<file path="src/graph_cfg.svh">
`ifndef GRAPH_CFG_SVH
`define GRAPH_CFG_SVH

// ====================
// memory geometry
// ====================
`define LINE_BITS       256
`define ADDR_BITS       32

// vertex table and edge lanes
`define LEVEL_BITS      16
`define LEVELS_PER_LINE 16
`define TABLE_DEPTH     256
`define EDGE_LANES      8
`define MAX_OUTSTANDING 8

// ====================
// register block
// ====================
`define CSR_ADDR_BITS   4
`define CSR_DATA_BITS   32
`define CSR_CONTROL     0
`define CSR_DESC_DONE   1

`endif
</file>
<file path="src/graph_pkg.sv">
`include "graph_cfg.svh"

package graph_pkg;

    typedef logic [`LINE_BITS-1:0]  line_t;
    typedef logic [`ADDR_BITS-1:0]  cl_addr_t;
    typedef logic [`LEVEL_BITS-1:0] level_t;
    typedef logic [15:0]            vertex_id_t;

    // packed structs fill from the top, so the last field lands in bits 31:0.
    typedef struct packed {
        logic [31:0] level;           // level in low 16 bits.
        cl_addr_t    status_addr;
        cl_addr_t    update_addr;
        logic [31:0] edge_ncl;
        cl_addr_t    edge_addr;
        logic [31:0] vertex_ncl;      // at most 16 lines.
        cl_addr_t    vertex_addr;
        cl_addr_t    next_desc_addr;  // zero ends the chain.
    } desc_t;

    typedef enum logic [2:0] {
        st_idle,
        st_read_desc,
        st_load_vertex,
        st_filter_edge,
        st_drain,
        st_write_status,
        st_finish
    } walk_state_t;

endpackage

</file>
<file path="src/step_csr.sv">
`timescale 1ns/1ps
`include "graph_cfg.svh"

module step_csr (
    input  logic                       clk,
    input  logic                       reset,
    input  logic                       csr_wr,
    input  logic [`CSR_ADDR_BITS-1:0]  csr_addr,
    input  logic [`CSR_DATA_BITS-1:0]  csr_wdata,
    input  graph_pkg::walk_state_t     state,
    input  logic                       desc_done,
    output logic                       start,
    output graph_pkg::cl_addr_t        first_desc,
    output logic [`CSR_DATA_BITS-1:0]  csr_rdata
);
    import graph_pkg::*;

    logic [`CSR_DATA_BITS-1:0] desc_count;
    logic                      ctl_write;
    logic                      busy;

    assign ctl_write = csr_wr && (csr_addr == `CSR_ADDR_BITS'(`CSR_CONTROL));
    assign busy      = (state != st_idle);

    always_ff @(posedge clk) begin
        if (ctl_write) begin
            first_desc <= cl_addr_t'(csr_wdata);
        end
        if (reset) begin
            start      <= 1'b0;
            desc_count <= '0;
        end else begin
            start <= ctl_write;                           // one-cycle kick.
            if (desc_done) begin
                desc_count <= desc_count + 1'b1;
            end
        end
    end

    always_comb begin
        case (csr_addr)
            `CSR_ADDR_BITS'(`CSR_CONTROL):   csr_rdata = `CSR_DATA_BITS'({busy, 8'(state)});
            `CSR_ADDR_BITS'(`CSR_DESC_DONE): csr_rdata = desc_count;
            default:                         csr_rdata = '0;
        endcase
    end

endmodule

</file>
<file path="config.mk">
export PLATFORM = sky130hd
export DESIGN_NAME = step_csr
export DESIGN_NICKNAME = d
export VERILOG_FILES = /design/src/graph_pkg.sv /design/src/step_csr.sv
export VERILOG_INCLUDE_DIRS = /design/src
export SDC_FILE = /design/constraint.sdc
export NUM_CORES = 1
export LEC_CHECK = 0
export ABC_AREA = 0
export BUFFER_PORTS_ARGS = -buffer_cell sky130_fd_sc_hd__buf_2
export CORE_AREA = 4 4 94 96
export DETAILED_ROUTE_END_ITERATION = 6
export DIE_AREA = 0 0 98 100
export SYNTH_ARGS = -nofsm -noshare
export SYNTH_HDL_FRONTEND = slang
export SYNTH_SLANG_ARGS = --single-unit
</file>
<file path="constraint.sdc">
create_clock -name clk -period 4.35 [get_ports clk]
set_input_delay 0.87 -clock clk [delete_from_list [all_inputs] [get_ports clk]]
set_output_delay 0.87 -clock clk [all_outputs]
set_load 0.005 [all_outputs]
</file>
Word level (Yosys, flattened, before mapping)
Index checks and enable logic that the tools add are counted.
{ "word_totals": {"register_bits": 65, "latch_bits": 0, "ram_bits": 0, "mem_bits_ro": 0, "in_bits": 43, "wordCells": 9, "n_memories": 0} }
{ "op_classes": {"addsub": 1, "multipliers": 0, "div_mod_pow": 0, "order_cmp": 0, "n_eq_ne": 1, "shift": 0, "muxes": 1, "n_bitwise": 0, "n_reduce_logical": 3} }
{ "ops": {"columns": ["cell", "n"], "rows": [
  ["one-hot mux 32 bit (2 select lines)", 1],
  ["adder 32 x 1 -> 32 bit, second input constant", 1],
  ["== test 4 x 1 -> 1 bit, second input constant", 1],
  ["logical NOT 4 bit", 1],
  ["nonzero test 3 bit", 1],
  ["logical AND 1 bit", 1]
]} }

Depth between registers and ports, before layout
Gate-level depths: netlist (run 1).
{ "logic_depth": {"ltp_word": 2, "depth_mapped": 7, "mapped_depth_nobuf": 5} }

Least setup slack after synthesis (run 1)
Ideal clock, no wire load.
{ "synth_path": {"kind": "input -> output", "start": "input csr_addr[1]", "end": "output csr_rdata[0]", "t_arrival_ns": 1.842, "path_slack_ns": 1.638, "path_stages": 3, "path_buffers": 1, "path_cell_list": "nor4b_1 > clkbuf_1 > a22o_1"} }
{ "synth_via": {"elab_chain_len": 2, "word_cells_on_any_way": 3, "classes_between": "eq/ne (1); mux (1); reduce/logical (1)"} }
{ "synth_lines": {"columns": ["item", "line_no", "text"], "rows": [
  ["start, declared", "step_csr.sv:8", "input logic [`CSR_ADDR_BITS-1:0] csr_addr,"],
  ["== test 4 x 1 -> 1 bit / logical NOT 4 bit (equally long branches)", "step_csr.sv:41", "case (csr_addr)"],
  ["one-hot mux 32 bit (2 select lines) *", "step_csr.sv:41", null],
  ["end, declared", "step_csr.sv:14", "output logic [`CSR_DATA_BITS-1:0] csr_rdata"]
]} }
Every way passes the cells marked *; elsewhere a longest branch is shown, timed or not.

Final worst setup path (run 1)
{ "layout_path": {"start": "input csr_addr[1]", "end": "output csr_rdata[8]"} }
Same word-level chain as after synthesis.

==> results of run 1 <==
placed cells by master (no fill, tap or decap), types with 2 or more instances in the layout:
master	netlist	layout
o31ai_1	11	11
o21ai_1	3	3
nor3_1	2	2
o21ai_0	5	5
nor2b_1	3	3
nand4_1	6	6
clkinvlp_4	0	2
xor2_1	3	3
nand2_1	14	14
buf_2	3	107
or4_1	11	11
mux2_1	2	2
and2_1	30	30
nand3_1	7	7
nor4_1	6	6
a21oi_1	19	19
buf_4	0	2
clkinv_4	0	2
or4_4	2	2
dfxtp_1	33	33
inv_1	6	6
clkbuf_8	0	9
and4_1	2	2
edfxtp_1	32	32
nor2_1	13	13
a22o_1	3	3
or3_1	9	9
xnor2_1	7	7
layer usage:
layer / track usage, % / vias to the layer above
met3: 4.03 / 12
met4: 5.86 / 0
met5: 0 / -
li1: - / 1138
met1: 17.4 / 1037
met2: 19.9 / 102
logic make-up after synthesis:
group           synth area share (%)
simple gates                    24.2
flops                           58.5
compound gates                  9.12
buf+inv                         3.39
xor+xnor                        3.16
mux                             1.17
fa+ha+maj                      0.451
worst max-delay path, stage by stage:
cell,delay (ns)
buf_2,0.11
nor4_1,0.62
o31ai_1,0.16
nand2_1,0.10
buf_2,0.11
worst max-delay path by stage:
stage                           start           end  cells past startpoint
after floorplan           csr_addr[1]  csr_rdata[0]                      3
after global placement    csr_addr[1]  csr_rdata[8]                      5
after detailed placement  csr_addr[1]  csr_rdata[8]                      5
after CTS                 csr_addr[1]  csr_rdata[8]                      5
after global routing      csr_addr[1]  csr_rdata[8]                      5
final                     csr_addr[1]  csr_rdata[8]                      5
area by class of cell:
class	count	area, um^2
Timing Repair Buffer	109	551
Clock buffer	9	124
Multi-Input combinational cell	167	1060
Inverter	6	22.5
Sequential cell	65	1620
Fill cell	805	4470
Tap cell	105	131
Clock inverter	7	71.3
registers in the layout (all words and copies together) (netlist names):
name        cells
start           1
first_desc     32
desc_count     32
cells in the mapped netlist, types with 2 or more instances:
cell type,number
o21ai_0,5
nor3_1,2
xnor2_1,7
a21oi_1,19
clkbuf_1,9
mux2_1,2
nor2_1,13
nor2b_1,3
inv_1,6
o31ai_1,11
nand4_1,6
edfxtp_1,32
or3_1,9
nand3_1,7
or4_1,11
or4_4,2
o21ai_1,3
nor4_1,6
buf_6,2
a22o_1,3
and4_1,2
dfxtp_1,33
buf_2,3
and2_1,30
nand2_1,14
xor2_1,3
stage by stage:
stage | hold slack [ns] | instance area, um^2
after floorplan | 0.447 | 2770
after global placement | 0.464 | 3390
after detailed placement | 0.470 | 3390
after CTS | 0.481 | 3580
after global routing | 0.516 | 3580
final | 0.482 | 3580
where the power goes:
part,internal (W),switching (W)
clock,0.000263,0.000230
sequential,0.000650,0.00000403
combinational,0.0000219,0.0000222
==> impl_metrics.tcl, run 1 <==
set metrics [dict create \
    cts-htree-levels 3 \
    hp-start "desc_count[31]$_SDFFE_PP0P_" \
    cp-start-kind "input port" \
    critical_path_required_ns 3.48 \
    hold_class "flip-flop to flip-flop" \
    port_buffers 107 \
    fin_tns_setup_ns 0 \
    gp_congestion 0.748 \
    clk_pin_slew_worst_paths_ns 0.07 \
    cts_sinks 65 \
    cts_resized 0 \
    hold_viol_final 0 \
    yosysWarnings 0 \
    rsz0062_at_grt "false" \
    grt_overflow 0 \
    leakage_nw 1.40 \
    nets 402 \
    arrival_ns 1.96 \
    viasPerCell 4.89 \
    syn_area_per_cell_um2 11.0 \
    worstPathMaxFanout 5 \
    r2r-start "desc_count[0]$_SDFFE_PP0P_" \
    ant_nets 0 \
    yosysSeqAreaShare_pct 58.5 \
    power_w 0.00119 \
    highest_layer "met4" \
    fmax_ghz 0.353 \
    grt_pass1_wl_um 10400 \
    diodes 0 \
    reg2reg_depth 5 \
    fin_crit_ns 2.83 \
    grt_pass1_vias 2067 \
    cts_root_buf "clkbuf_8" \
    r2r_slack_ns 2.17 \
    syn_inst 252 \
    wl_per_cell_um 13.9 \
    synthArstFlopShare_pct 0 \
    grt_usage_pct 13.2 \
    cts_made_buffers 9 \
    wl_met2_um 2800 \
    met3WireLength_um 546 \
    area_growth_pct 29.3 \
    yosysTopAreaCell "edfxtp_1" \
    core_area_um2 8050 \
    powerDensity_nw_per_um2 332 \
    wl_met1_um 3060 \
    end_kind "primary output" \
    vias 2289 \
    rows 33 \
    synth_edf_count 32 \
    dieArea_um2 9800 \
    dp.cells 452 \
    cts_hold_buf 0 \
    tightest_slew_ns 0.694 \
    skew_ns 0.00618 \
    crit_type "input port to primary output" \
    first_pass_iters 4 \
    synth_seq_cells 65 \
    drc 0 \
    maxCapViolCount 0 \
    whs_path_depth 2 \
    min_delay_worst_endpoint "desc_count[31]$_SDFFE_PP0P_" \
    io_pins 108 \
    drt-initial-drc-count 55 \
    die_y_um 100 \
    place_ws_ns 1.54 \
    finalWirelength_um 6520 \
    cts.path.max_buffers 2 \
    period_share_pct 65.1 \
    finalNonFillerCells 468 \
    antenna_found_initial 0 \
    synth_top_cell_area_share_pct 34.7 \
    syn-num-nets 296 \
    grt_max_degree 36 \
    worst_slack_ns 1.52 \
    yosys-top-cells-area "edfxtp_1, dfxtp_1, and2_1" \
    status "complete, no violations" \
    syn_area_um2 2770 \
    clk_latency_ns 0.33 \
    final_core_util_pct 44.5 \
    post-dp-hpwl_um 4710 \
    cts_setup_buffers 0 \
    setup_violations 0 \
    slew-limit-headroom_pct 53.3 \
    start_util_pct 34.4 \
    synth_flop_cell "dfxtp_1" \
    synth_cell_types 35 \
    cts_tree "yes" \
    irDropWorstVdd_mv 0.121 \
    rr_endpoint "desc_count[22]$_SDFFE_PP0P_" \
    drive_above_1_share_pct 35.5 \
    die_x_um 98 \
    drv_slew 0 \
]
(Power assumes the default switching activity.)
==> inputs of run 2 (changes only) <==
--- a/config.mk
+++ b/config.mk
@@ -6,11 +6,11 @@
 export SDC_FILE = /design/constraint.sdc
 export NUM_CORES = 1
 export LEC_CHECK = 0
-export ABC_AREA = 0
+export ABC_AREA = 1
 export BUFFER_PORTS_ARGS = -buffer_cell sky130_fd_sc_hd__buf_2
-export CORE_AREA = 4 4 94 96
+export CORE_AREA = 4 4 99 101
 export DETAILED_ROUTE_END_ITERATION = 6
-export DIE_AREA = 0 0 98 100
+export DIE_AREA = 0 0 103 105
 export SYNTH_ARGS = -nofsm -noshare
 export SYNTH_HDL_FRONTEND = slang
 export SYNTH_SLANG_ARGS = --single-unit
==> constraint.sdc (replaced) <==
create_clock -name clk -period 2.9 [get_ports clk]
set_input_delay 0.58 -clock clk [delete_from_list [all_inputs] [get_ports clk]]
set_output_delay 0.58 -clock clk [all_outputs]
set_load 0.005 [all_outputs]
==> run 2 against run 1 <==
Net effect:
- global-route usage up 0.77 points
- cell count is 27% higher
- clock-buffer cell count is the same
- utilization is 1.4 points lower
- sequential share of layout area shrank 3.5 points
- largest cell class unchanged
- die area up 10%
- critical path depth rose by 1
- largest power group unchanged
==> impl_metrics.tcl, run 2 <==
set metrics [dict create \
    worst_path_most_repeated_cell "buf_2" \
    synth_cell_types 28 \
    worstPathMaxFanout 32 \
    syn_area_um2 3030 \
    synth_seq_cells 65 \
    rsz0062_at_grt "false" \
    drt-initial-drc-count 125 \
    ant_nets 0 \
    fin_crit_ns 2.06 \
    cts_resized 0 \
    crit_family "buffers and inverters" \
    final_core_util_pct 43.1 \
    cts_tree "yes" \
    cts_setup_buffers 0 \
    port_buffers 107 \
    setup_violations 0 \
    cp-start-kind "input port" \
    hold_class "input port to flip-flop" \
    clk_latency_ns 0.34 \
    leakage_nw 1.51 \
    synth_common_cells "nor2_1, nand2_1, inv_1, dfxtp_1, edfxtp_1" \
    final_cell_mix "buf_2, nor2_1, nand2_1" \
    cts_hold_buf 0 \
    internal_power_w 0.00140 \
    place_ws_ns 0.839 \
    top_regs "desc_count: 32 flops, first_desc: 32 flops, start: 1 flops" \
    grt_usage_pct 13.9 \
    viasPerCell 4.53 \
    cts.path.max_buffers 2 \
    skew_ns 0.00783 \
    synthArstFlopShare_pct 0 \
    syn_inst 367 \
    vias 2697 \
    p_sw_share_pct 22.6 \
    finalNonFillerCells 596 \
    die_x_um 103 \
    area_growth_pct 28.1 \
    cts_root_buf "clkbuf_8" \
    wl_per_cell_um 12.5 \
    synth_top_cell_area_share_pct 31.7 \
    dieArea_um2 10800 \
    first_pass_iters 4 \
    crit_chain "buf_2 -> nor2_1 -> nand3b_1 -> buf_4 -> o2111ai_1 -> buf_2" \
    grt_pass1_wl_um 11900 \
    synth.most_common_cell "nor2_1" \
    critical_path_required_ns 2.32 \
    drive_above_1_share_pct 31.8 \
    period_share_pct 71.0 \
    clockPowerShare_pct 41.8 \
    dp.cells 580 \
    fin_tns_setup_ns 0 \
    yosysTopAreaCell "edfxtp_1" \
    start_util_pct 33.6 \
    yosys-top-cells-area "edfxtp_1, dfxtp_1, nor2_1" \
    power_w 0.00181 \
    synth_flop_cell "dfxtp_1" \
    irDropWorstVdd_mv 0.167 \
    yosysSeqAreaShare_pct 53.5 \
    yosysWarnings 0 \
    diodes 0 \
    tightest_slew_ns 0.695 \
    grt_max_degree 33 \
    nets 524 \
    rows 35 \
    cpPeakStageDelay_ns 0.23 \
    core_area_um2 9020 \
    power_frac_comb_pct 4.2 \
    cts_made_buffers 9 \
    end_kind "primary output" \
    cts_sinks 65 \
    switchingPower_w 0.000409 \
    gp_congestion 0.827 \
    finalWirelength_um 7460 \
    cts-htree-levels 3 \
    syn-num-nets 411 \
    die_y_um 105 \
    crit_type "input port to primary output" \
    seqPwrFrac_pct 54.0 \
    worst_path_max_delay_cell "buf_4" \
    critPathBufInv 3 \
    status "complete, no violations" \
    drc 0 \
    antenna_found_initial 0 \
    io_pins 108 \
    fmax_ghz 0.486 \
    powerDensity_nw_per_um2 466 \
    drv_slew 0 \
    grt_pass1_vias 2517 \
    maxCapViolCount 0 \
    worst_slack_ns 0.842 \
    synth_edf_count 32 \
    hold_viol_final 0 \
    slew-limit-headroom_pct 53.6 \
    layout_commonest_cell "buf_2" \
    grt_overflow 0 \
    syn_area_per_cell_um2 8.26 \
    arrival_ns 1.48 \
    clk_pin_slew_worst_paths_ns 0.07 \
    post-dp-hpwl_um 5680 \
]
## run 2: layer usage
metal  vias to the layer above  GRT usage (%)  share of wire (%)
met5                         -              0                  0
met3                         4           5.27                9.7
met1                      1191           18.1                 47
li1                       1405              -                  -
met2                        97           21.7                 43
met4                         0           3.33               0.51
## run 2: cell type report
cell class                      instances  area (um^2)
Tap cell                              111          139
Timing Repair Buffer                  109          551
Clock inverter                          7         71.3
Fill cell                             929         5130
Sequential cell                        65         1620
Multi-Input combinational cell        247         1200
Clock buffer                            9          124
Inverter                               48          183
## run 2: power by group through the flow
stage / Clock, W / Combinational [W] / Sequential, W
after floorplan: 0 / 0.0000295 / 0.00100
after global placement: 0 / 0.0000767 / 0.000999
after detailed placement: 0 / 0.0000767 / 0.00100
after CTS: 0.000786 / 0.0000771 / 0.000979
after global routing: 0.000831 / 0.0000855 / 0.000980
final: 0.000757 / 0.0000760 / 0.000979
## run 2: metrics by stage
step                instance area (um^2)  hold WS (ns)
floorplan                           3030         0.455
global placement                    3690         0.484
detailed placement                  3690         0.490
CTS                                 3890         0.394
global route                        3890         0.375
finish                              3890         0.415
## run 2: cells by family (layout without fill, tap and decap cells)
family,after synthesis,after routing,synth area share [%]
AND/OR/NAND/NOR,216,216,33.8
AO/OA/AOI/OAI,29,29,4.91
flip-flops,65,65,53.5
XOR/XNOR,1,1,0.289
adder cells (fa/ha/maj),1,1,0.412
buffers and inverters,55,173,7.14
## run 2: path summary, 6_finish.rpt
check                              startpoint                          end  slack [ns]  cells past startpoint
setup / recovery                  csr_addr[3]                 csr_rdata[8]        0.84                      6
hold reg to reg   desc_count[10]$_SDFFE_PP0P_  desc_count[10]$_SDFFE_PP0P_        0.51                      1
hold / removal                   csr_wdata[5]      first_desc[5]$_DFFE_PP_        0.41                      1
setup reg to reg   desc_count[0]$_SDFFE_PP0P_  desc_count[26]$_SDFFE_PP0P_        1.33                      8
==> inputs of run 3 (changes only) <==
--- a/config.mk
+++ b/config.mk
@@ -6,11 +6,11 @@
 export SDC_FILE = /design/constraint.sdc
 export NUM_CORES = 1
 export LEC_CHECK = 0
-export ABC_AREA = 1
+export ABC_AREA = 0
 export BUFFER_PORTS_ARGS = -buffer_cell sky130_fd_sc_hd__buf_2
-export CORE_AREA = 4 4 99 101
+export CORE_AREA = 4 4 94 96
 export DETAILED_ROUTE_END_ITERATION = 6
-export DIE_AREA = 0 0 103 105
+export DIE_AREA = 0 0 98 100
 export SYNTH_ARGS = -nofsm -noshare
 export SYNTH_HDL_FRONTEND = slang
 export SYNTH_SLANG_ARGS = --single-unit
==> constraint.sdc (replaced) <==
create_clock -name clk -period 1.98 [get_ports clk]
set_input_delay 0.396 -clock clk [delete_from_list [all_inputs] [get_ports clk]]
set_output_delay 0.396 -clock clk [all_outputs]
set_load 0.005 [all_outputs]
==> run 3 against run 2 <==
Net effect:
- sequential share of layout area is 0.10 points higher
- sequential power is 46% higher
- clock-buffer cell count is 1 higher
- critical endpoint is now desc_count[26]$_SDFFE_PP0P_
==> impl_metrics.tcl, run 3 (synthesis gave the netlist of run 1 again) <==
set metrics [dict create \
    cts-htree-levels 3 \
    clockPowerShare_pct 44.1 \
    wl_per_cell_um 13.8 \
    gp_congestion 0.788 \
    antenna_found_initial 0 \
    cts_root_buf "clkbuf_8" \
    finalNonFillerCells 499 \
    irDropWorstVdd_mv 0.268 \
    cts_made_buffers 9 \
    vias 2377 \
    die_y_um 100 \
    port_buffers 107 \
    switchingPower_w 0.000569 \
    power_w 0.00277 \
    viasPerCell 4.76 \
    whs_path_depth 1 \
    grt_pass1_vias 2217 \
    critical_path_required_ns 2.25 \
    grt_max_degree 34 \
    core_area_um2 8050 \
    multi_input_area_um2 1080 \
    start_util_pct 34.4 \
    post-dp-hpwl_um 5000 \
    cts.path.max_buffers 2 \
    cts_sinks 65 \
    crit_type "flip-flop to flip-flop" \
    arrival_ns 2.15 \
    fmax_ghz 0.530 \
    setup_violations 0 \
    rsz0062_at_grt "false" \
    dp.cells 481 \
    layout_commonest_cell "buf_2" \
    crit_family "simple AND/OR/NAND/NOR gates" \
    diodes 0 \
    top_regs "desc_count: 32 flops, first_desc: 32 flops, start: 1 flops" \
    p_sw_share_pct 20.5 \
    worstPathMaxFanout 8 \
    slew-limit-headroom_pct 75.5 \
    critPathBufInv 0 \
    final_cell_mix "buf_2, edfxtp_1, dfxtp_1" \
    drv_slew 0 \
    powerDensity_nw_per_um2 713 \
    fillers 785 \
    skew_ns 0.0107 \
    die_x_um 98 \
    hold_class "input port to flip-flop" \
    fin_crit_ns 1.89 \
    worst_path_max_delay_cell "or4_4" \
    first_pass_iters 4 \
    internal_power_w 0.00220 \
    grt_overflow 0 \
    maxCapViolCount 0 \
    ant_nets 0 \
    fin_tns_setup_ns 0 \
    grt_pass1_wl_um 10600 \
    status "complete, no violations" \
    worst-path-stages 5 \
    drc 0 \
    reg2reg_depth 5 \
    final_core_util_pct 48.2 \
    drive_above_1_share_pct 41.9 \
    crit_chain "ha_2 -> nand3_4 -> or4_4 -> or4_1 -> a21oi_1" \
    nets 433 \
    hold_viol_final 0 \
    seqPwrFrac_pct 51.8 \
    end_kind "flip-flop" \
    grt_usage_pct 13.6 \
    io_pins 108 \
    leakage_nw 1.57 \
    cts_tree "yes" \
    power_frac_comb_pct 4.2 \
    clk_pin_slew_worst_paths_ns 0.07 \
    seqCellArea_um2 1620 \
    finalWirelength_um 6880 \
    clk_latency_ns 0.34 \
    tightest_slew_ns 0.364 \
    period_share_pct 95.2 \
    area_growth_pct 40.1 \
    drt-initial-drc-count 78 \
    cpPeakStageDelay_ns 0.59 \
    rows 33 \
    dieArea_um2 9800 \
    cp-start-kind "flip-flop" \
]
==> run 3: power by group through the flow <==
stage               registers (W)  logic (W)  clock network, W
finish                    0.00143   0.000115           0.00122
global route              0.00143   0.000127           0.00131
CTS                       0.00143   0.000118           0.00125
detailed placement        0.00146   0.000117                 0
global placement          0.00146   0.000115                 0
floorplan                 0.00147  0.0000326                 0
==> run 3: worst paths after layout <==
kind | start | slack (ns) | to
setup reg to reg | desc_count[1]$_SDFFE_PP0P_ | 0.09 | desc_count[26]$_SDFFE_PP0P_
hold reg to reg | desc_count[31]$_SDFFE_PP0P_ | 0.49 | desc_count[31]$_SDFFE_PP0P_
hold / removal | csr_wdata[4] | 0.23 | first_desc[4]$_DFFE_PP_
setup / recovery | desc_count[1]$_SDFFE_PP0P_ | 0.09 | desc_count[26]$_SDFFE_PP0P_
==> run 3: repair_timing <==
action / 4_1_cts / 5_1_grt
hold buffers: 0 / 0
resized for setup: 0 / 3
setup buffers: 0 / 1
setup endpoints to repair: 0 / 9
==> run 3: per-layer routing <==
layer	up-vias	GRT usage, %	share of wire, %
met5	-	0	0
met4	0	5.86	1.5
met3	12	4.17	7.6
met2	91	20.7	43
met1	1073	17.9	48
li1	1201	-	-
==> run 3: stage by stage <==
stage          hold slack [ns]  setup WS [ns]  area (um^2)
2_1_floorplan            0.447         0.0266         2780
3_3_place_gp             0.465         0.0997         3640
3_5_place_dp             0.478         0.0526         3640
4_1_cts                  0.213         0.0460         3860
5_1_grt                  0.209        0.00229         3880
6_report                 0.230         0.0948         3880
==> run 3: cell type report <==
class	count	area share [%]
inverters	6	0.580
clock buffers	10	3.29
multi-input cells	168	27.9
repair buffers	139	20.6
well taps	105	3.38
flip-flops and latches	65	41.8
clock inverters	6	2.38
==> run 3: worst register-to-register path, stage by stage (launching register included) <==
cell and delay, ns:
dfxtp_1 0.34, ha_2 0.22, nand3_4 0.10, or4_4 0.59
or4_1 0.42, a21oi_1 0.16
