<file path="config.mk">
export PLATFORM = sky130hd
export DESIGN_NAME = edge_filter
export DESIGN_NICKNAME = d
export VERILOG_FILES = /design/src/graph_pkg.sv /design/src/edge_filter.sv
export VERILOG_INCLUDE_DIRS = /design/src
export SDC_FILE = /design/constraint.sdc
export NUM_CORES = 1
export LEC_CHECK = 0
export ABC_AREA = 1
export CAP_MARGIN = 20
export CORE_AREA = 5 5 276 278
export DETAILED_ROUTE_END_ITERATION = 10
export DIE_AREA = 0 0 281 283
export DONT_BUFFER_PORTS = 1
export PLACE_DENSITY = 0.3
export SLEW_MARGIN = 20
export SYNTH_ARGS = -nofsm -noshare
export SYNTH_HDL_FRONTEND = slang
export SYNTH_SLANG_ARGS = --single-unit
</file>
<file path="constraint.sdc">
create_clock -name clk -period 2.3 [get_ports clk]
set_clock_uncertainty 0.1 [all_clocks]
set_input_delay 0.115 -clock clk [delete_from_list [all_inputs] [get_ports clk]]
set_output_delay 0.115 -clock clk [all_outputs]
set_load 0.02 [all_outputs]
</file>
<file path="src/graph_cfg.svh">
`ifndef GRAPH_CFG_SVH
`define GRAPH_CFG_SVH

// ====================
// memory geometry
// ====================
`define LINE_BITS       256
`define ADDR_BITS       32

// vertex table and edge lanes
`define LEVEL_BITS      16
`define LEVELS_PER_LINE 16
`define TABLE_DEPTH     256
`define EDGE_LANES      8
`define MAX_OUTSTANDING 8

// ====================
// register block
// ====================
`define CSR_ADDR_BITS   4
`define CSR_DATA_BITS   32
`define CSR_CONTROL     0
`define CSR_DESC_DONE   1

`endif
</file>
<file path="src/graph_pkg.sv">
`include "graph_cfg.svh"

package graph_pkg;

    typedef logic [`LINE_BITS-1:0]  line_t;
    typedef logic [`ADDR_BITS-1:0]  cl_addr_t;
    typedef logic [`LEVEL_BITS-1:0] level_t;
    typedef logic [15:0]            vertex_id_t;

    // packed structs fill from the top, so the last field lands in bits 31:0.
    typedef struct packed {
        logic [31:0] level;           // level in low 16 bits.
        cl_addr_t    status_addr;
        cl_addr_t    update_addr;
        logic [31:0] edge_ncl;
        cl_addr_t    edge_addr;
        logic [31:0] vertex_ncl;      // at most 16 lines.
        cl_addr_t    vertex_addr;
        cl_addr_t    next_desc_addr;  // zero ends the chain.
    } desc_t;

    typedef enum logic [2:0] {
        st_idle,
        st_read_desc,
        st_load_vertex,
        st_filter_edge,
        st_drain,
        st_write_status,
        st_finish
    } walk_state_t;

endpackage

</file>
<file path="src/edge_filter.sv">
`timescale 1ns/1ps
`include "graph_cfg.svh"

module edge_filter (
    input  logic                                       clk,
    input  logic                                       reset,
    input  logic                                       edge_pass,
    input  logic                                       rd_rsp,
    input  graph_pkg::line_t                           rd_data,
    input  graph_pkg::level_t                          level,
    input  graph_pkg::level_t [`EDGE_LANES-1:0]        lane_level,
    output logic [`EDGE_LANES-1:0][$clog2(`TABLE_DEPTH)-1:0] lane_src,
    output logic                                       upd_valid,
    output graph_pkg::line_t                           upd_line
);
    import graph_pkg::*;

    localparam int LANE_BITS = `LINE_BITS / `EDGE_LANES;

    logic [`EDGE_LANES-1:0] match;
    line_t                  next_line;
    vertex_id_t             dst;

    // each lane is {dst, src} in 32 bits.
    always_comb begin
        next_line = '0;
        for (int i = 0; i < `EDGE_LANES; i++) begin
            lane_src[i] = rd_data[i*LANE_BITS +: $clog2(`TABLE_DEPTH)];
            dst         = rd_data[i*LANE_BITS + 16 +: 16];
            match[i]    = (lane_level[i] == level);
            if (match[i]) begin
                next_line[i*LANE_BITS +: LANE_BITS] = {1'b1, 15'b0, dst};
            end
        end
    end

    always_ff @(posedge clk) begin
        upd_line <= next_line;
        if (reset) begin
            upd_valid <= 1'b0;
        end else begin
            upd_valid <= edge_pass && rd_rsp && (|match);  // nothing sent for empty lines.
        end
    end

endmodule

</file>
# == Word-level counts from Yosys, hierarchy flattened ==
# Cells that the tools add are included.
# op_classes
shift,0
magnitude_cmp,0
n_mux,8
mul,0
reduce_logical,3
n_div,0
n_eq_ne,8
addsub,0
bitwise_logic,0
# op_table
op,n
two-way mux 32 bit,8
equality test 16 bit,8
OR reduction 8 bit,1
logical AND 1 bit,2
# totals
output_inout_bits,321
n_memories,0
register_bits,257
latchBits,0
elab_cells,29
rom_bits,0
input_bits,404
ram_bits,0

# == Depth between registers and ports, before layout ==
# Gate-level depths: netlist of run 1.
# depth
word_depth,3
depth_mapped,11
depth_no_buf,10

# == Worst setup path before layout of run 1 ==
# Ideal clock, no wire load.
# synth_path
kind,input-to-reg
startpoint,input level[3]
endpoint,register upd_line[34]
required_time_ns,2.138
setup_slack_ns,1.136
stages,8
n_path_buf,2
setup_ns,0.062
t_arrival_ns,1.002
path_cell_list,buf_4 > xor2_1 > nor2_1 > nand2_1 > nor2_1 > nand2_2 > buf_6 > nor2_2
# synth_via
elab_chain_len,1
# synth_lines
item,line_no,text
start: declaration,edge_filter.sv:10,"input graph_pkg::level_t level,"
equality test 16 bit,edge_filter.sv:30,match[i] = (lane_level[i] == level);
end signal: assignment,edge_filter.sv:38,upd_line <= next_line;
end: declaration,edge_filter.sv:14,output graph_pkg::line_t upd_line
# Every way passes these cells.
# A chain may end at the register's enable or synchronous reset.

# == Final worst setup path of run 1 ==
# layout_path
startpoint,input level[6]
endpoint,register upd_line[33]
# The elaborated chain is that of the path after synthesis.

==> results of run 1 <==
layout by cell type, fill, tap and decap left out:
cell and count:
nand2_1 265, inv_1 215, nor2_1 138, dfxtp_1 137, dlygate4sd3_1 130, conb_1 120
nor2_2 62, xor2_1 50, clkbuf_16 17, nand2_2 11, buf_4 11, inv_2 9
nor2_4 9, inv_4 6, inv_6 5, inv_8 3, bufinv_16 3, a21oi_2 2
clkinvlp_4 2, diode_2 1, nand2_4 1, nand3b_1 1, clkinv_8 1, clkinv_4 1
buf_12 1
where the power goes:
group	total [mW]	leakage, nW	internal (mW)	switching (mW)
registers	2.37	1.10	2.37	0.000329
clock network	3.02	0.304	1.76	1.26
logic	0.802	3.63	0.307	0.496
worst max path at each step:
stage               startpoint           end  cells after the start
finish                level[6]  upd_line[33]                     10
detailed placement    level[6]  upd_line[43]                     10
global placement      level[6]  upd_line[43]                     10
CTS                   level[6]  upd_line[43]                     10
floorplan             level[3]  upd_line[34]                      8
global route          level[6]  upd_line[33]                     10
final cells by class:
class / instances / share of cell area [%]
antenna: 1 / 0.0254
tap: 969 / 12.3
multi-input combinational: 659 / 30.4
clock inverter: 15 / 2.10
clock buffer: 17 / 4.31
timing repair buffer: 142 / 14.2
inverter: 230 / 8.90
sequential: 137 / 27.8
routing by layer:
layer	vias up	GRT usage (%)	part of all wire, %
met5	-	0	0
met2	379	13.8	50
met3	64	2.35	8.9
li1	2958	-	-
met1	2544	8.06	38
met4	0	2.71	2.8
flip-flops by register name (all words and copies together) (netlist names):
signal	cells
upd_line	136
upd_valid	1
through the flow:
step	power, mW	setup WS [ps]	instances
after floorplan	3.28	1140	1234
after detailed placement	3.06	320	2007
after CTS	6.34	752	2169
after global placement	3.07	346	2007
final	6.19	914	2170
after global routing	6.48	624	2169
critical path: cells and delay by family:
kind	cells	cell delay [ps]
and+or+nand+nor	7	1060
buffers and inverters	3	460
Yosys cell counts:
master      n  area share (%)
a21oi_2     2            0.22
buf_4     187              18
buf_6      20             2.9
buf_8       1            0.19
conb_1      1           0.048
dfxtp_1   137              35
inv_1     215              10
inv_2       9            0.43
inv_4       6            0.48
nand2_1   265              13
nand2_2    11            0.88
nand2_4     1            0.14
nand3b_1    1           0.096
nor2_1    138             6.6
nor2_2     62             5.0
nor2_4      9             1.3
xor2_1     50             5.6
kinds of logic (layout without fill, tap and decap cells):
kind of cell / after synthesis / in the layout / synth area share (%)
and+or+nand+nor: 487 / 487 / 26.7
buffers and inverters: 438 / 404 / 32.3
DFF: 137 / 137 / 35.1
xor gates and xnor gates: 50 / 50 / 5.60
AOI/OAI and AO/OA: 2 / 2 / 0.224
other: 1 / 121 / 0.0480
timing repair:
action                                 in CTS  in global routing
setup buffers                               0                  0
hold buffers                              130                  0
endpoints found under the hold margin     129                  0
==> out/metrics.csv, run 1 <==
stage;metric;value;unit
outcome;outcome;finished clean;
timing;max_slew_margin;60.0;%
run;cap_viol_max_count;0;
timing;finalCritPeriodShare;60.3;%
worst_setup_path;worstPathCellList;inv_4 > nand2_1 > nand2_1 > nor2_1 > buf_4 > nand2_1 > nor2_1 > nand2_2 > buf_4 > nor2_1;
finish;multi_input_area;3000;µm²
grt;antenna_found_initial;2;
pwr;cellPowerDensity;627;nW/µm²
hold_path;min_from;lane_level[21];
timing;worst_slew_pin_slew;597;ps
synth;syn_area;7810;µm²
grt;grt_pass1_vias;6051;
placed_design;io_buffers;0;
detailed_routing;vias_per_cell;2.74;
pwr;peakVddDrop;0.000411;V
synth;synth.avg_cell_area;7.01;µm²
finish;nFillCells;8512;
hold_path;hold_end;upd_line[44];
timing;slew_viol_final;0;
cts;htree_levels;4;
detailed_routing;drt_pass1_iterations;4;
detailed_routing;routed-via-count;5945;
worst_setup_path;crit_arrival;1660;ps
cts;cts_inserted_buffers;17;
worst_setup_path;slowest_stage;nor2_1;
timing;hold_viol;0;
cts;cts-root-buf;clkbuf_16;
detailed_routing;drt_iter0_drc;164;
timing;max_freq;0.722;GHz
timing;rsz0062_at_grt;no;
cts;cts_tree;built;
finish;drive_gt1_share;12.0;%
pwr;power_leakage;5.04;nW
timing;holdWs;118;ps
timing;setup_violations;0;
grt;grt_pass1_wl;42.6;mm
die;core;73700;µm²
hold_path;holdPathStages;6;
hold_path;hold_class;primary input to flip-flop;
worst_setup_path;cp_max_fo;16;
grt;gr-total-overflow;0;
grt;grtUsageTotal;7.51;%
die;placement_rows;100;
die;die_h;283;µm
cts;cts_resized;0;
synth;ys_types;17;
timing;fin_crit;1390;ps
cts;cts.clk_slew.worst_paths;70;ps
finish;fin_area;9870;µm²
grt;grt_max_degree;18;
die;die_area;79500;µm²
worst_setup_path;worstPathRequired;2570;ps
die;die_w;281;µm
synth;ys.warnings.count;0;
timing;final.setup.tns;0;ps
cts;cts_num_sinks;137;
cts;clockBufferDepth;2;
placed_design;finalWeightedCongestion;0.751;
worst_setup_path;crit_type;primary input to flip-flop;
detailed_routing;drtAntennaViolNets;0;
finish;final_util;13.4;%
synth;syn_inst;1115;
synth;ys_ff_latch;137;
finish;synthToLayoutAreaGrowth;26.3;%
detailed_routing;drc_errors;0;
worst_setup_path;start_kind;primary input;
placed_design;placed_area;7930;µm²
worst_setup_path;cpPeakStageDelay;470;ps
finish;final_nets;1591;
synth;ys_seq_area_share;35.1;%
die;start_util;10.6;%
placed_design;hpwl;27.2;mm
die;io_pins;725;
detailed_routing;wl;31.9;mm
worst_setup_path;critPathCaptureType;flip-flop;
finish;seq_area;2740;µm²
detailed_routing;wl_per_cell;14.7;µm
Note: power is estimated with default switching activity, not from simulation.
==> run 2: changes to the inputs <==
--- a/config.mk
+++ b/config.mk
@@ -6,11 +6,11 @@
 export SDC_FILE = /design/constraint.sdc
 export NUM_CORES = 1
 export LEC_CHECK = 0
-export ABC_AREA = 1
+export ABC_AREA = 0
 export CAP_MARGIN = 20
-export CORE_AREA = 5 5 276 278
+export CORE_AREA = 5 5 279 281
 export DETAILED_ROUTE_END_ITERATION = 10
-export DIE_AREA = 0 0 281 283
+export DIE_AREA = 0 0 284 286
 export DONT_BUFFER_PORTS = 1
 export PLACE_DENSITY = 0.3
 export SLEW_MARGIN = 20
==> constraint.sdc (replaced) <==
create_clock -name clk -period 1.3 [get_ports clk]
set_clock_uncertainty 0.1 [all_clocks]
set_input_delay 0.065 -clock clk [delete_from_list [all_inputs] [get_ports clk]]
set_output_delay 0.065 -clock clk [all_outputs]
set_load 0.02 [all_outputs]
==> run 2 against run 1 <==
  * Critical path depth shrank 2
  * Count of clock-buffer cells in the layout grew 1
  * Final cell count shrank 19%
  * Sequential share of layout area grew 1.3 points
  * Final area shrank 4.6%
  * Die area grew 2.1%
  * Synthesized cell count shrank 42%
  * Clock power grew 61%
  * Hold slack lost 93 ps
  * Core utilization shrank 0.87 points
  * Sequential cell count is the same
  * Critical path type unchanged
  * Largest cell class unchanged
==> out/metrics.csv, run 2 <==
stage;metric;value;unit;change
outcome;outcome;finished clean;;
detailed_routing;drtAntennaViolNets;0;;unchanged
pwr;power_leakage;3.58;nW;-29%
finish;drive_gt1_share;18.1;%;+6.1 points
grt;grtUsageTotal;7.38;%;-0.13 points
placed_design;hpwl;26.4;mm;-2.8%
cts;htree_levels;4;;unchanged
worst_setup_path;start_kind;primary input;;
detailed_routing;wl;31.4;mm;-1.5%
finish;regMostFlops;upd_line;;
cts;cts_inserted_buffers;17;;unchanged
run;cap_viol_max_count;0;;unchanged
worst_setup_path;cpPeakStageDelay;280;ps;-190 ps
cts;cts-root-buf;clkbuf_16;;
finish;final_common_cell;dfxtp_1;;
worst_setup_path;crit_end;upd_line[45];;
synth;yosys.area.top_type;dfxtp_1;;
synth;yosys-top-cells-count;buf_4 (192), dfxtp_1 (137), xnor2_1 (128);;
synth;synth_edf_count;0;;unchanged
pwr;combPwrFrac;12.7;%;-0.3 points
worst_setup_path;path_depth;8;;-2
timing;hold_viol;0;;unchanged
detailed_routing;drt_iter0_drc;100;;-39%
synth;syn_area;6690;µm²;-14%
timing;holdWs;24.7;ps;-92.9 ps
pwr;pwr-share-seq;40.4;%;+2.1 points
worst_setup_path;crit_arrival;1460;ps;-200 ps
die;die_area;81200;µm²;+2.1%
placed_design;io_buffers;0;;unchanged
cts;cts.clk_slew.worst_paths;70;ps;about the same
worst_setup_path;startpoint;lane_level[20];;
finish;final_nets;1161;;-27%
synth;synth_top_area_share;41.0;%;+5.9 points
worst_setup_path;worstPathCellList;xnor2_2 > buf_4 > nand4_1 > buf_4 > nor4_4 > buf_4 > buf_12 > and2_1;;
grt;antenna_found_initial;6;;+4
worst_setup_path;worstPathRequired;1560;ps;-1010 ps
cts;cts_num_sinks;137;;unchanged
timing;rsz0062_at_grt;no;;
worst_setup_path;cp_max_fo;17;;+1
worst_setup_path;crit_type;primary input to flip-flop;;
synth;async_reset_ff_share;0;%;unchanged
synth;ys.warnings.count;0;;unchanged
pwr;p_int;7.74;mW;+74%
pwr;switching_share;25.5;%;-2.8 points
finish;synthToLayoutAreaGrowth;40.8;%;
detailed_routing;drc_errors;0;;unchanged
finish;reg.largest.list;upd_line (136), upd_valid (1);;
grt;grt_pass1_wl;41.4;mm;-2.9%
pwr;peakVddDrop;0.000654;V;+59%
synth;syn_inst;646;;-42%
detailed_routing;routed-via-count;4294;;-28%
detailed_routing;wl_per_cell;17.9;µm;+22%
worst_setup_path;critPathBufInv;4;;+1
die;die_h;286;µm;+1.1%
timing;setup_violations;0;;unchanged
synth;ys_types;14;;-3
synth;ys_ff_latch;137;;unchanged
synth;ys_seq_area_share;41.0;%;+5.9 points
die;core;75200;µm²;+2.0%
detailed_routing;vias_per_cell;2.45;;-11%
worst_setup_path;crit_path_frequent_cell;buf_4;;
finish;mostFrequentLayoutCells;dfxtp_1 (137), dlygate4sd3_1 (131), and2_1 (121), conb_1 (120), xnor2_1 (88);;
grt;grt_pass1_vias;4841;;-20%
detailed_routing;drt_pass1_iterations;4;;unchanged
timing;fin_crit;1200;ps;
grt;gr-total-overflow;0;;unchanged
worst_setup_path;critPathCaptureType;flip-flop;;
cts;clockBufferDepth;2;;unchanged
hold_path;hold_class;primary input to flip-flop;;
placed_design;finalWeightedCongestion;0.717;;-4.6%
finish;largest_reg_flops;136;;unchanged
worst_setup_path;cp_top_family;buffers and inverters;;
synth;ys.flop_type;dfxtp_1;;
die;io_pins;725;;unchanged
cts;cts_tree;built;;
worst_setup_path;slowest_stage;nor4_4;;
synth;ys_top_cells_by_area;dfxtp_1 (41%), buf_4 (22%), xnor2_1 (17%);;
grt;grt_max_degree;18;;unchanged
timing;max_freq;0.835;GHz;
pwr;total_power;10.4;mW;+68%
synth;synth.avg_cell_area;10.3;µm²;+48%
die;placement_rows;101;;+1.0%
timing;slew_viol_final;0;;unchanged
timing;finalCritPeriodShare;92.1;%;
pwr;switchingPower;2.65;mW;+51%
die;start_util;8.89;%;-1.7 points
timing;final.setup.tns;0;ps;unchanged
pwr;cellPowerDensity;1100;nW/µm²;+76%
die;die_w;284;µm;+1.1%
pwr;p_clk_share;46.9;%;-1.8 points
finish;nFillCells;8494;;-0.21%
synth;synth.most_common_cell;buf_4;;
run 2: cell count changes in the layout (fill, tap and decap cells not counted), sizes merged, moves of 2 or more:
cell	previous run	this run
a21oi	2	0
and2	0	128
buf	12	50
clkinv	2	7
diode	1	4
inv	238	3
nand2	277	1
nand4	0	32
nor2	209	0
nor4	0	10
xnor2	0	128
xor2	50	0
run 2: layer usage:
| metal | global-route usage [%] | up-vias | wire length [µm] |
|---|---|---|---|
| met4 | 1.97 | 4 | 505 |
| met1 | 8.10 | 1972 | 12100 |
| met5 | 0 | - | 31 |
| met2 | 12.5 | 324 | 15400 |
| li1 | - | 1952 | - |
| met3 | 3.90 | 42 | 3360 |
run 2: worst min-delay path: stages:
cell and delay, ps:
xnor2_1 40, nand4_1 70, buf_4 120, nor4_4 50, buf_12 140
run 2: cell type report:
| type | count | area, µm² | area share, % |
|---|---|---|---|
| Antenna cell | 4 | 10.0 | 0.106 |
| Clock buffer | 18 | 429 | 4.56 |
| Timing Repair Buffer | 181 | 1770 | 18.8 |
| Clock inverter | 14 | 148 | 1.57 |
| Sequential cell | 137 | 2740 | 29.1 |
| Multi-Input combinational cell | 420 | 3090 | 32.9 |
| Tap cell | 978 | 1220 | 13.0 |
run 2: how the worst min path moves through the flow:
stage,from,endpoint,cells past startpoint
2_1_floorplan,reset,upd_valid,1
3_3_place_gp,rd_data[37],lane_src[13],0
3_5_place_dp,rd_data[37],lane_src[13],0
4_1_cts,lane_level[102],upd_line[223],5
5_1_grt,rd_data[162],lane_src[42],0
6_report,lane_level[76],upd_line[159],5
run 2: per-stage QoR:
stage | util, % | setup slack [ps] | cells | area [µm²]
floorplan | - | -37.1 | 765 | 7530
global placement | 9.98 | -604 | 1585 | 7500
detailed placement | 9.98 | -548 | 1585 | 7500
CTS | 12.5 | 19.7 | 1748 | 9400
global route | 12.5 | 18.6 | 1749 | 9410
finish | 12.5 | 103 | 1752 | 9420
run 2: power groups by stage:
stage / Sequential (mW) / Combinational [mW] / Clock (mW)
6_report: 4.20 / 1.32 / 4.87
5_1_grt: 4.19 / 1.43 / 5.32
4_1_cts: 4.20 / 1.34 / 5.17
3_3_place_gp: 4.29 / 1.01 / 0
3_5_place_dp: 4.29 / 1.01 / 0
2_1_floorplan: 4.29 / 1.51 / 0
run 2: logic make-up after synthesis:
logic type	after synthesis	synth area share (%)
compound gates	1	0.187
flops	137	41.0
buf+inv	208	24.0
simple gates	171	18.0
xor+xnor	128	16.8
other cells	1	0.0561
run 2: what timing repair did:
item / in CTS / in global routing
pin swaps: 0 / 3
buffers inserted: 0 / 0
endpoints found under the setup margin: 16 / 17
gates cloned: 0 / 0
endpoints found under the hold margin: 131 / 1
hold buffers: 131 / 1
resized for setup: 2 / 1
==> run 3: changes to the inputs <==
==> constraint.sdc (replaced) <==
create_clock -name clk -period 1.5 [get_ports clk]
set_clock_uncertainty 0.1 [all_clocks]
set_input_delay 0.075 -clock clk [delete_from_list [all_inputs] [get_ports clk]]
set_output_delay 0.075 -clock clk [all_outputs]
set_load 0.02 [all_outputs]
==> run 3 against run 2 <==
  * Power down 7.2%
  * Sequential share of layout area up 0.68 points
  * Sequential power down 13%
  * Via count decreased by 0.72%
  * Critical endpoint is now upd_valid
==> out/metrics.csv, run 3 (synthesized netlist as in run 2, its figures left out) <==
stage;metric;value;unit;change
outcome;outcome;finished clean;;
pwr;cellPowerDensity;1050;nW/µm²;-5.0%
grt;grtUsageTotal;7.14;%;-0.24 points
die;die_area;81200;µm²;unchanged
hold_path;hold_class;primary input to flip-flop;;
hold_path;holdPathStages;4;;-1
timing;slew_viol_final;0;;unchanged
finish;mostFrequentLayoutCells;dfxtp_1 (137), dlygate4sd3_1 (135), xnor2_1 (126), and2_1 (121), conb_1 (120);;
timing;worst_slew_pin_slew;654;ps;
detailed_routing;drt_pass1_iterations;4;;unchanged
timing;finalCritPeriodShare;95.6;%;
run;cap_viol_max_count;0;;unchanged
cts;cts_tree;built;;
timing;max_slew_margin;56.0;%;
die;core;75200;µm²;unchanged
worst_setup_path;crit_arrival;1670;ps;+210 ps
timing;setup_violations;0;;unchanged
pwr;power_leakage;3.39;nW;-5.4%
finish;num_antenna_cells;0;;-4
detailed_routing;wl_per_cell;17.6;µm;-1.9%
hold_path;hold_end;upd_line[159];;
cts;clockBufferDepth;2;;unchanged
cts;cts_inserted_buffers;17;;unchanged
die;io_pins;725;;unchanged
die;start_util;8.89;%;unchanged
worst_setup_path;start_kind;primary input;;
die;placement_rows;101;;unchanged
worst_setup_path;critPathCaptureType;flip-flop;;
worst_setup_path;cp_max_fo;8;;-9
detailed_routing;drt_iter0_drc;91;;-9.0%
finish;nFillCells;8530;;+0.42%
grt;grt_max_degree;18;;unchanged
cts;cts.clk_slew.worst_paths;60;ps;about the same
finish;largest_reg_flops;136;;unchanged
finish;drive_gt1_share;11.6;%;-6.4 points
detailed_routing;drtAntennaViolNets;0;;unchanged
grt;gr-total-overflow;0;;unchanged
timing;fin_crit;1430;ps;
pwr;peakVddDrop;0.000705;V;+7.7%
cts;cts-root-buf;clkbuf_16;;
finish;regMostFlops;upd_line;;
placed_design;placed_area;7130;µm²;-5.0%
timing;max_freq;0.698;GHz;
die;die_w;284;µm;unchanged
placed_design;io_buffers;0;;unchanged
detailed_routing;drc_errors;0;;unchanged
worst_setup_path;crit_type;primary input to flip-flop;;
grt;grt_pass1_wl;40.0;mm;-3.4%
finish;reg.largest.list;upd_line (136), upd_valid (1);;
grt;antenna_found_initial;0;;-6
timing;layout_setup_ws;66.7;ps;-36.2 ps
cts;htree_levels;4;;unchanged
die;die_h;286;µm;unchanged
timing;rsz0062_at_grt;no;;
hold_path;min_from;lane_level[77];;
finish;fin_area;9200;µm²;-2.3%
placed_design;hpwl;25.7;mm;-2.6%
worst_setup_path;worstPathRequired;1740;ps;+180 ps
timing;hold_viol;0;;unchanged
detailed_routing;wl;30.6;mm;-2.4%
placed_design;finalWeightedCongestion;0.714;;-0.40%
detailed_routing;vias_per_cell;2.45;;-0.15%
finish;synthToLayoutAreaGrowth;37.6;%;
grt;grt_pass1_vias;4789;;-1.1%
placed_design;dp_slack;-943;ps;-395 ps
finish;final_nets;1155;;-0.52%
detailed_routing;routed-via-count;4263;;-0.72%
cts;cts_num_sinks;137;;unchanged
finish;final_common_cell;dfxtp_1;;
==> run 3: worst max-delay path: stages <==
cell      delay, ps
xnor2_1         320
nand4_1         240
buf_4           210
nor4_4          380
buf_12          170
nor4_2           50
a211oi_2        220
==> run 3: final cells by class <==
| type | instances | area [µm²] | share of cell area, % |
|---|---|---|---|
| clock buffer | 21 | 460 | 5.00 |
| clock inverter | 11 | 218 | 2.37 |
| multi-input combinational | 420 | 2800 | 30.4 |
| sequential | 137 | 2740 | 29.8 |
| tap | 978 | 1220 | 13.3 |
| timing repair buffer | 175 | 1760 | 19.1 |
==> run 3: through the flow <==
| step | TNS [ps] | util (%) | hold WS, ps | power [mW] | instances |
|---|---|---|---|---|---|
| after floorplan | 0 | - | 39.6 | 4.92 | 765 |
| after global placement | -26670 | 9.48 | 46.1 | 4.56 | 1573 |
| after detailed placement | -26160 | 9.48 | 46.2 | 4.55 | 1573 |
| after CTS | 0 | 12.2 | 0.0261 | 9.85 | 1741 |
| after global routing | 0 | 12.2 | 24.6 | 10.1 | 1742 |
| final | 0 | 12.2 | 23.8 | 9.64 | 1742 |
==> run 3: power by group <==
part           switching, mW  internal, mW
logic                  0.565         0.542
clock network           1.68          3.21
registers           0.000184          3.64
total                   2.25          7.39
==> run 3: timing repair <==
action / in CTS / in global routing
cloned: 0 / 0
buffers inserted: 1 / 1
hold buffers: 135 / 0
endpoints found under the hold margin: 131 / 0
endpoints found under the setup margin: 18 / 1
resized for setup: 2 / 1
pin swaps: 1 / 1
==> run 3: worst max-delay path by stage <==
stage                    endpoint  slack (ps)  cells past startpoint             from
floorplan               upd_valid         100                      6        level[15]
global placement        upd_valid        -910                      6         level[8]
detailed placement      upd_valid        -940                      6         level[8]
CTS                 upd_line[223]          20                      6  lane_level[101]
global route            upd_valid           8                      7        level[14]
finish                  upd_valid          70                      7        level[10]
==> run 3: per-layer routing <==
layer	vias up	track usage (%)	wire length (µm)
met4	0	2.77	890
met5	-	0	0
li1	1919	-	-
met2	343	12.8	15500
met3	52	2.65	2610
met1	1949	7.66	11600
